`src/source/idPkg.sv`:
```
`default_nettype none

package idPkg;

    typedef logic [31:0] word_t;
    typedef logic [4:0]  regAddr_t;

    typedef enum logic [3:0] {
        aluAdd  = 4'd0,
        aluSub  = 4'd1,
        aluAnd  = 4'd2,
        aluOr   = 4'd3,
        aluSlt  = 4'd4,
        aluSll  = 4'd5,
        aluSrl  = 4'd6,
        aluPass = 4'd7  // operand A straight through, used by jal
    } aluOp_t;

    typedef enum logic [2:0] {
        brNone = 3'd0,
        brBeq  = 3'd1,
        brBne  = 3'd2,
        brJump = 3'd3,
        brJal  = 3'd4,
        brJr   = 3'd5
    } branchKind_t;

    typedef enum logic [1:0] {
        fwdNone    = 2'd0,
        fwdExAlu   = 2'd1,
        fwdMemAlu  = 2'd2,
        fwdMemData = 2'd3
    } fwdSel_t;

    typedef struct packed {
        logic   regWrite;
        logic   memWrite;
        logic   memToReg;
        logic   shamtA;     // alu A takes shamt
        logic   useImm;     // alu B takes immediate
        aluOp_t aluOp;
    } idCtrl_t;

    typedef struct packed {
        idCtrl_t     ctrl;
        branchKind_t branchKind;
        logic        usesRs;
        logic        usesRt;
        logic        writeToRt;
        logic        zeroExtend;
    } decodeInfo_t;

    // write info of an instruction further down the pipe
    typedef struct packed {
        logic     regWrite;
        logic     memToReg;
        regAddr_t writeAddr;
    } pipeWriteInfo_t;

    typedef struct packed {
        logic     writeEn;
        regAddr_t writeAddr;
        word_t    writeData;
    } wbWrite_t;

    typedef struct packed {
        word_t    operandA;   // rs, or pc4 for jal
        word_t    operandB;   // rt, or zero for jal
        word_t    immediate;
        regAddr_t writeAddr;
        idCtrl_t  ctrl;
    } idExBundle_t;

endpackage

`default_nettype wire

```
`src/source/hazardUnit.sv`:
```
`timescale 1ns/10ps
`default_nettype none

module hazardUnit (
    input  idPkg::word_t          instruction,
    input  idPkg::decodeInfo_t    info,
    input  idPkg::pipeWriteInfo_t exInfo,
    input  idPkg::pipeWriteInfo_t memInfo,
    output idPkg::idCtrl_t        ctrl,
    output idPkg::fwdSel_t        rsSel,
    output idPkg::fwdSel_t        rtSel,
    output logic                  bubble,
    output logic                  storeDataFromLoad
);

    idPkg::regAddr_t rs;
    idPkg::regAddr_t rt;
    logic            exIsLoad;
    logic            rsLoadHit;
    logic            rtLoadHit;

    // ex has priority, a load in ex cannot forward yet
    function automatic idPkg::fwdSel_t pickSource(
        input idPkg::regAddr_t       src,
        input idPkg::pipeWriteInfo_t ex,
        input idPkg::pipeWriteInfo_t mem
    );
        if (src == '0) begin
            return idPkg::fwdNone;
        end
        if (ex.regWrite && !ex.memToReg && (ex.writeAddr == src)) begin
            return idPkg::fwdExAlu;
        end
        if (mem.regWrite && (mem.writeAddr == src)) begin
            return mem.memToReg ? idPkg::fwdMemData : idPkg::fwdMemAlu;
        end
        return idPkg::fwdNone;
    endfunction

    assign rs = instruction[25:21];
    assign rt = instruction[20:16];

    assign rsSel = pickSource(rs, exInfo, memInfo);
    assign rtSel = pickSource(rt, exInfo, memInfo);

    assign exIsLoad  = exInfo.regWrite && exInfo.memToReg && (exInfo.writeAddr != '0);
    assign rsLoadHit = exIsLoad && info.usesRs && (rs == exInfo.writeAddr);
    assign rtLoadHit = exIsLoad && info.usesRt && (rt == exInfo.writeAddr);

    // sw data from the load ahead goes mem to mem later, no stall
    assign storeDataFromLoad = info.ctrl.memWrite && rtLoadHit && !rsLoadHit;
    assign bubble            = rsLoadHit || (rtLoadHit && !info.ctrl.memWrite);

    always_comb begin
        ctrl = info.ctrl;
        if (bubble) begin
            ctrl.regWrite = 1'b0;
            ctrl.memWrite = 1'b0;
        end
    end

endmodule

`default_nettype wire

```
`src/source/idStage.sv`:
```
`timescale 1ns/10ps
`default_nettype none

module idStage (
    input  logic                  clk,
    input  logic                  arstN,
    input  idPkg::word_t          pc4,
    input  idPkg::word_t          instruction,
    input  idPkg::wbWrite_t       wb,
    input  idPkg::pipeWriteInfo_t exInfo,
    input  idPkg::pipeWriteInfo_t memInfo,
    input  idPkg::word_t          exAluOut,
    input  idPkg::word_t          memAluOut,
    input  idPkg::word_t          memData,
    output idPkg::idExBundle_t    toEx,
    output idPkg::word_t          jumpOrBranchPc,
    output logic                  shouldJumpOrBranch,
    output logic                  shouldStall,
    output logic                  storeDataFromLoad
);

    idPkg::decodeInfo_t info;
    idPkg::idCtrl_t     ctrl;   // after bubble masking
    idPkg::fwdSel_t     rsSel;
    idPkg::fwdSel_t     rtSel;
    idPkg::word_t       rdataA;
    idPkg::word_t       rdataB;

    regFile regFile_i (
        .clk    (clk),
        .arstN  (arstN),
        .raddrA (instruction[25:21]),
        .raddrB (instruction[20:16]),
        .wb     (wb),
        .rdataA (rdataA),
        .rdataB (rdataB)
    );

    instrDecoder instrDecoder_i (
        .instruction (instruction),
        .info        (info)
    );

    hazardUnit hazardUnit_i (
        .instruction       (instruction),
        .info              (info),
        .exInfo            (exInfo),
        .memInfo           (memInfo),
        .ctrl              (ctrl),
        .rsSel             (rsSel),
        .rtSel             (rtSel),
        .bubble            (shouldStall),
        .storeDataFromLoad (storeDataFromLoad)
    );

    operandFetch operandFetch_i (
        .pc4                (pc4),
        .instruction        (instruction),
        .info               (info),
        .ctrl               (ctrl),
        .bubble             (shouldStall),
        .rsSel              (rsSel),
        .rtSel              (rtSel),
        .rdataA             (rdataA),
        .rdataB             (rdataB),
        .exAluOut           (exAluOut),
        .memAluOut          (memAluOut),
        .memData            (memData),
        .toEx               (toEx),
        .jumpOrBranchPc     (jumpOrBranchPc),
        .shouldJumpOrBranch (shouldJumpOrBranch)
    );

endmodule

`default_nettype wire

```
`src/source/instrDecoder.sv`:
```
`timescale 1ns/10ps
`default_nettype none

module instrDecoder (
    input  idPkg::word_t       instruction,
    output idPkg::decodeInfo_t info
);

    localparam logic [5:0] OpRType = 6'h00;
    localparam logic [5:0] OpJ     = 6'h02;
    localparam logic [5:0] OpJal   = 6'h03;
    localparam logic [5:0] OpBeq   = 6'h04;
    localparam logic [5:0] OpBne   = 6'h05;
    localparam logic [5:0] OpAddi  = 6'h08;
    localparam logic [5:0] OpAndi  = 6'h0c;
    localparam logic [5:0] OpOri   = 6'h0d;
    localparam logic [5:0] OpLw    = 6'h23;
    localparam logic [5:0] OpSw    = 6'h2b;

    localparam logic [5:0] FnSll = 6'h00;
    localparam logic [5:0] FnSrl = 6'h02;
    localparam logic [5:0] FnJr  = 6'h08;
    localparam logic [5:0] FnAdd = 6'h20;
    localparam logic [5:0] FnSub = 6'h22;
    localparam logic [5:0] FnAnd = 6'h24;
    localparam logic [5:0] FnOr  = 6'h25;
    localparam logic [5:0] FnSlt = 6'h2a;

    logic [5:0] opcode;
    logic [5:0] funct;

    assign opcode = instruction[31:26];
    assign funct  = instruction[5:0];

    always_comb begin
        idPkg::regAddr_t dest;

        info = '0;  // unknown encodings fall out as a nop
        case (opcode)
            OpRType: begin
                info.ctrl.regWrite = 1'b1;
                info.usesRs        = 1'b1;
                info.usesRt        = 1'b1;
                case (funct)
                    FnAdd: info.ctrl.aluOp = idPkg::aluAdd;
                    FnSub: info.ctrl.aluOp = idPkg::aluSub;
                    FnAnd: info.ctrl.aluOp = idPkg::aluAnd;
                    FnOr:  info.ctrl.aluOp = idPkg::aluOr;
                    FnSlt: info.ctrl.aluOp = idPkg::aluSlt;
                    FnSll, FnSrl: begin
                        info.ctrl.aluOp  = (funct == FnSll) ? idPkg::aluSll : idPkg::aluSrl;
                        info.ctrl.shamtA = 1'b1;
                        info.usesRs      = 1'b0;   // shifts read rt only
                    end
                    FnJr: begin
                        info.ctrl.regWrite = 1'b0;
                        info.usesRt        = 1'b0;
                        info.branchKind    = idPkg::brJr;
                    end
                    default: begin
                        info.ctrl.regWrite = 1'b0;
                        info.usesRs        = 1'b0;
                        info.usesRt        = 1'b0;
                    end
                endcase
            end
            OpAddi, OpAndi, OpOri, OpLw: begin
                info.ctrl.regWrite = 1'b1;
                info.ctrl.useImm   = 1'b1;
                info.ctrl.memToReg = (opcode == OpLw);
                info.usesRs        = 1'b1;
                info.writeToRt     = 1'b1;
                info.zeroExtend    = (opcode == OpAndi) || (opcode == OpOri);
                info.ctrl.aluOp    = (opcode == OpAndi) ? idPkg::aluAnd :
                                     (opcode == OpOri)  ? idPkg::aluOr  : idPkg::aluAdd;
            end
            OpSw: begin
                info.ctrl.memWrite = 1'b1;
                info.ctrl.useImm   = 1'b1;
                info.usesRs        = 1'b1;
                info.usesRt        = 1'b1;  // store data
                info.writeToRt     = 1'b1;
            end
            OpBeq, OpBne: begin
                info.ctrl.aluOp = idPkg::aluSub;
                info.usesRs     = 1'b1;
                info.usesRt     = 1'b1;
                info.writeToRt  = 1'b1;
                info.branchKind = (opcode == OpBeq) ? idPkg::brBeq : idPkg::brBne;
            end
            OpJ: info.branchKind = idPkg::brJump;
            OpJal: begin
                info.ctrl.regWrite = 1'b1;
                info.ctrl.aluOp    = idPkg::aluPass;  // link value is pc4
                info.branchKind    = idPkg::brJal;
            end
            default: info = '0;
        endcase

        dest = (info.branchKind == idPkg::brJal) ? 5'd31 :
               info.writeToRt ? instruction[20:16] : instruction[15:11];
        if (dest == '0) begin
            info.ctrl.regWrite = 1'b0;
        end
    end

endmodule

`default_nettype wire

```
`src/source/operandFetch.sv`:
```
`timescale 1ns/10ps
`default_nettype none

module operandFetch (
    input  idPkg::word_t       pc4,
    input  idPkg::word_t       instruction,
    input  idPkg::decodeInfo_t info,
    input  idPkg::idCtrl_t     ctrl,
    input  logic               bubble,
    input  idPkg::fwdSel_t     rsSel,
    input  idPkg::fwdSel_t     rtSel,
    input  idPkg::word_t       rdataA,
    input  idPkg::word_t       rdataB,
    input  idPkg::word_t       exAluOut,
    input  idPkg::word_t       memAluOut,
    input  idPkg::word_t       memData,
    output idPkg::idExBundle_t toEx,
    output idPkg::word_t       jumpOrBranchPc,
    output logic               shouldJumpOrBranch
);

    idPkg::word_t rsVal;
    idPkg::word_t rtVal;
    idPkg::word_t branchTarget;
    idPkg::word_t jumpTarget;
    logic         isJal;
    logic         taken;

    function automatic idPkg::word_t fwdMux(
        input idPkg::fwdSel_t sel,
        input idPkg::word_t   regVal,
        input idPkg::word_t   exAlu,
        input idPkg::word_t   memAlu,
        input idPkg::word_t   memLoad
    );
        case (sel)
            idPkg::fwdExAlu:   return exAlu;
            idPkg::fwdMemAlu:  return memAlu;
            idPkg::fwdMemData: return memLoad;
            default:           return regVal;
        endcase
    endfunction

    assign rsVal = fwdMux(rsSel, rdataA, exAluOut, memAluOut, memData);
    assign rtVal = fwdMux(rtSel, rdataB, exAluOut, memAluOut, memData);

    assign branchTarget = pc4 + {{14{instruction[15]}}, instruction[15:0], 2'b00};
    assign jumpTarget   = {pc4[31:28], instruction[25:0], 2'b00};
    assign isJal        = (info.branchKind == idPkg::brJal);

    always_comb begin
        taken          = 1'b0;
        jumpOrBranchPc = branchTarget;
        case (info.branchKind)
            idPkg::brBeq: taken = (rsVal == rtVal);
            idPkg::brBne: taken = (rsVal != rtVal);
            idPkg::brJump, idPkg::brJal: begin
                taken          = 1'b1;
                jumpOrBranchPc = jumpTarget;
            end
            idPkg::brJr: begin
                taken          = 1'b1;
                jumpOrBranchPc = rsVal;
            end
            default: taken = 1'b0;
        endcase
    end

    assign shouldJumpOrBranch = taken && !bubble;  // operands not valid while stalled

    assign toEx.operandA  = isJal ? pc4 : rsVal;
    assign toEx.operandB  = isJal ? '0 : rtVal;
    assign toEx.immediate = {info.zeroExtend ? 16'h0000 : {16{instruction[15]}},
                             instruction[15:0]};
    assign toEx.writeAddr = isJal ? 5'd31 :
                            info.writeToRt ? instruction[20:16] : instruction[15:11];
    assign toEx.ctrl      = ctrl;

endmodule

`default_nettype wire

```
`src/source/regFile.sv`:
```
`timescale 1ns/10ps
`default_nettype none

module regFile (
    input  logic            clk,
    input  logic            arstN,
    input  idPkg::regAddr_t raddrA,
    input  idPkg::regAddr_t raddrB,
    input  idPkg::wbWrite_t wb,
    output idPkg::word_t    rdataA,
    output idPkg::word_t    rdataB
);

    idPkg::word_t regs [1:31];  // r0 has no storage

    logic wbActive;

    assign wbActive = wb.writeEn && (wb.writeAddr != '0);

    always_ff @(posedge clk or negedge arstN) begin
        if (!arstN) begin
            for (int i = 1; i < 32; i++) begin
                regs[i] <= '0;
            end
        end else if (wbActive) begin
            regs[wb.writeAddr] <= wb.writeData;
        end
    end

    // write-through so ID sees the value being written back this cycle
    assign rdataA = (raddrA == '0) ? '0 :
                    (wbActive && (wb.writeAddr == raddrA)) ? wb.writeData :
                    regs[raddrA];

    assign rdataB = (raddrB == '0) ? '0 :
                    (wbActive && (wb.writeAddr == raddrB)) ? wb.writeData :
                    regs[raddrB];

endmodule

`default_nettype wire

```
`config.mk`:
```
export PLATFORM = sky130hd
export DESIGN_NAME = idStage
export DESIGN_NICKNAME = d
export VERILOG_FILES = /design/src/source/idPkg.sv /design/src/source/hazardUnit.sv /design/src/source/idStage.sv /design/src/source/instrDecoder.sv /design/src/source/operandFetch.sv /design/src/source/regFile.sv
export SDC_FILE = /design/constraint.sdc
export NUM_CORES = 2
export LEC_CHECK = 0
export BUFFER_PORTS_ARGS = -buffer_cell sky130_fd_sc_hd__buf_2
export CORE_ASPECT_RATIO = 1.1
export CORE_UTILIZATION = 60
export DETAILED_ROUTE_END_ITERATION = 8
export HOLD_SLACK_MARGIN = 0.02
export MAX_ROUTING_LAYER = met4
export PLACE_DENSITY = 0.76
export SLEW_MARGIN = 15
export SYNTH_ARGS = -nofsm -noshare
export SYNTH_HDL_FRONTEND = slang
export SYNTH_SLANG_ARGS = --single-unit
```
`constraint.sdc`:
```
create_clock -name clk -period 11.5 [get_ports clk]
set_clock_uncertainty 0.05 [all_clocks]
set_input_delay 1.725 -clock clk [delete_from_list [all_inputs] [get_ports clk]]
set_output_delay 1.725 -clock clk [all_outputs]
set_load 0.03 [all_outputs]
```
==> impl_metrics.tcl <==
set metrics [dict create \
    synth_edf_count 0 \
    regToRegEndpoint "regFile_i.regs[500]" \
    worstHoldPathCells 2 \
    portBuffers 357 \
    rsz0062_at_grt "false" \
    row_count 120 \
    numCtsBuffers 101 \
    viasPerCell 7.55 \
    hp-start "regFile_i.regs[225]" \
    setup_viol 0 \
    postCtsResizedCells 0 \
    postSynth.asyncResetShare 1.00 \
    slew_violations 0 \
    ant_nets 0 \
    clkTransAtPathRegs_ps 60 \
    avgSynthCellArea_sq_um 13.1 \
    cts_buffer_depth 3 \
    synth_area_sq_um 58900 \
    start_kind "primary input" \
    grt_first_pass_wirelength_um 329000 \
    required_ps 9730 \
    vdd_ir_drop_max_mv 0.142 \
    top_regs "regFile_i.regs (992)" \
    path_class "in -> out" \
    vias 45100 \
    core_sq_um 97300 \
    path_max_fanout 66 \
    area_growth_pct 10.2 \
    dp_hpwl_um 151000 \
    grt.overflow.total 0 \
    synth_top_family_by_area "multiplexers" \
    synth-seq-cells 992 \
    tightest_slew_ps 1170 \
    fin_crit_ps 8820 \
    first_pass_iters 9 \
    synth_simple_gate_area_frac 0.0519 \
    crit_arrival_ps 7050 \
    synth-compound-area-share 0.0693 \
    synth_cell_types 82 \
    gp_congestion 1.04 \
    hold_buffers 0 \
    synthXorXnorAreaFrac 0.0107 \
    die_h_um 331 \
    synth_ff_type "dfrtp_1" \
    grt_usage 0.487 \
    boundaryPins 359 \
    top_register "regFile_i.regs" \
    max_slew_margin 0.221 \
    cts_tree "done" \
    status "finished, final reports clean" \
    yosysWarnings 0 \
    drive_gt1_frac 0.474 \
    clock-sinks 992 \
    htree_levels 3 \
    syn-num-nets 4733 \
    p_leak_nw 28.3 \
    hold_class "reg -> reg" \
    die_area_sq_um 99400 \
    clk-insertion-delay-late_ps 700 \
    whs_endpoint "regFile_i.regs[225]" \
    wl_met2_um 103000 \
    fin_nets 4838 \
    synth_mux_area_frac 0.402 \
    initial_utilization 0.605 \
    cts_setup_buffers 0 \
    reg2reg_depth 1 \
    whs_ps 458 \
    drc 0 \
    power_density_nw_per_um2 171 \
    avgRoutedWirePerCell_um 39.1 \
    root_buffer "clkbuf_16" \
    fmax_ghz 0.113 \
    met3_length_um 29100 \
    synthCells 4489 \
    drv_cap 0 \
    finalCritPeriodShare 0.767 \
    r2r-start "regFile_i.regs[500]" \
    fillCellCount 7142 \
    die_w_um 301 \
    grt_pass1_vias 44400 \
    hold_violations 0 \
    largest_reg_flops 992 \
    wl_met1_um 81700 \
    reg2reg_setup_slack_ps 10620 \
    routed_wl_um 233000 \
    highest_layer "met4" \
    first_iter_violations 6635 \
    end_kind "primary output" \
    grt_max_degree 192 \
    antenna_found_initial 21 \
    synth_fa_ha_area_frac 0.00650 \
    tns_ps 0 \
    yosysSeqAreaShare 0.421 \
]
-- how the worst max path moves through the flow --
stage | start | end | slack [ps]
final | instruction[21] | shouldJumpOrBranch | 2680
after detailed placement | instruction[21] | shouldJumpOrBranch | 2860
after floorplan | instruction[16] | shouldJumpOrBranch | 4450
after global routing | instruction[21] | shouldJumpOrBranch | 2600
after CTS | instruction[21] | shouldJumpOrBranch | 2830
after global placement | instruction[21] | shouldJumpOrBranch | 2870
-- cell families (layout without fill, tap and decap cells) --
logic type | count (synthesis) | in the layout
buffers and inverters | 497 | 683
adders and majority gates | 30 | 30
other | 1 | 21
xor gates and xnor gates | 72 | 72
and+or+nand+nor | 651 | 651
muxes | 1658 | 1658
AOI/OAI and AO/OA | 588 | 588
DFF | 992 | 992
-- placed cells by master, fill, tap and decap left out, types with 13 or more instances in the layout --
cell | Yosys | routed
o21ai_0 | 116 | 116
nor2_1 | 200 | 185
mux2_2 | 1053 | 1053
a221oi_1 | 48 | 48
o21a_1 | 15 | 15
mux4_2 | 459 | 459
nor2b_1 | 35 | 30
clkbuf_1 | 276 | 20
dfrtp_1 | 992 | 992
buf_2 | 66 | 351
buf_4 | 70 | 105
a221o_1 | 15 | 15
or3_1 | 13 | 13
o211ai_1 | 17 | 17
a211oi_1 | 24 | 24
ha_1 | 29 | 29
nand4_1 | 23 | 23
diode_2 | 0 | 20
o22ai_1 | 32 | 32
clkinv_2 | 0 | 18
xor2_1 | 22 | 22
nand3_1 | 31 | 31
a222oi_1 | 18 | 18
clkbuf_16 | 0 | 104
a21o_1 | 14 | 14
nand2_1 | 196 | 180
a31oi_1 | 14 | 14
a21oi_1 | 122 | 122
nor3_1 | 44 | 41
o221ai_1 | 23 | 23
inv_1 | 25 | 23
a22oi_1 | 29 | 29
xnor2_1 | 50 | 50
nand2_2 | 0 | 16
clkbuf_8 | 0 | 27
mux2i_1 | 143 | 143
nand2b_1 | 24 | 23
-- where the power goes --
group          internal, mW  total, mW  switching, mW
Sequential             4.17       4.69          0.524
Clock                  2.01       3.46           1.45
Combinational          1.45       2.98           1.52
Total                  7.63       11.1           3.50
-- critical path, cell delays in order --
cell	delay [ps]
buf_8	500
buf_4	510
nor2b_4	170
buf_4	310
nand2_1	150
o21ai_0	90
mux4_2	500
mux2i_1	650
o21ai_0	470
xor2_1	430
nand4_1	190
nor3_1	160
nand4_1	270
mux2i_1	230
o21ai_1	120
buf_2	230
-- Yosys cell counts (50+ instances only) --
cell	n	area [sq um]
xnor2_1	50	438
nor2_1	200	751
mux2i_1	143	1430
nand2_1	196	736
buf_4	70	526
dfrtp_1	992	24800
buf_2	66	330
mux2_2	1053	11900
o21ai_0	116	581
clkbuf_1	276	1040
buf_1	55	206
a21oi_1	122	611
mux4_2	459	10300
-- through the flow --
stage          total power, mW  area (sq um)  setup WS [ps]  instances  utilization
6_report                  11.1         64900           2680       5976        0.667
5_1_grt                   11.4         64900           2600       5975        0.667
4_1_cts                   11.0         64900           2830       5956        0.667
3_5_place_dp              7.61         61400           2860       5772        0.631
3_3_place_gp              7.50         61400           2870       5772        0.631
2_1_floorplan             6.57         58900           4450       4489            -
-- layer usage --
metal / global-route usage / vias to the layer above
li1: - / 17500
met2: 0.688 / 3421
met4: 0.344 / 0
met1: 0.591 / 23300
met3: 0.157 / 883
met5: - / -
-- area by class of cell --
cell class	instances	area [sq um]	area share
Tap cell	1281	1600	0.0247
Inverter	28	105	0.00162
Clock buffer	151	3050	0.0470
Multi-Input combinational cell	3000	32100	0.494
Timing Repair Buffer	471	2820	0.0434
Sequential cell	992	24800	0.382
Antenna cell	20	50.0	0.000771
Clock inverter	33	414	0.00638
No activity file was read; power rests on OpenSTA's default activity.
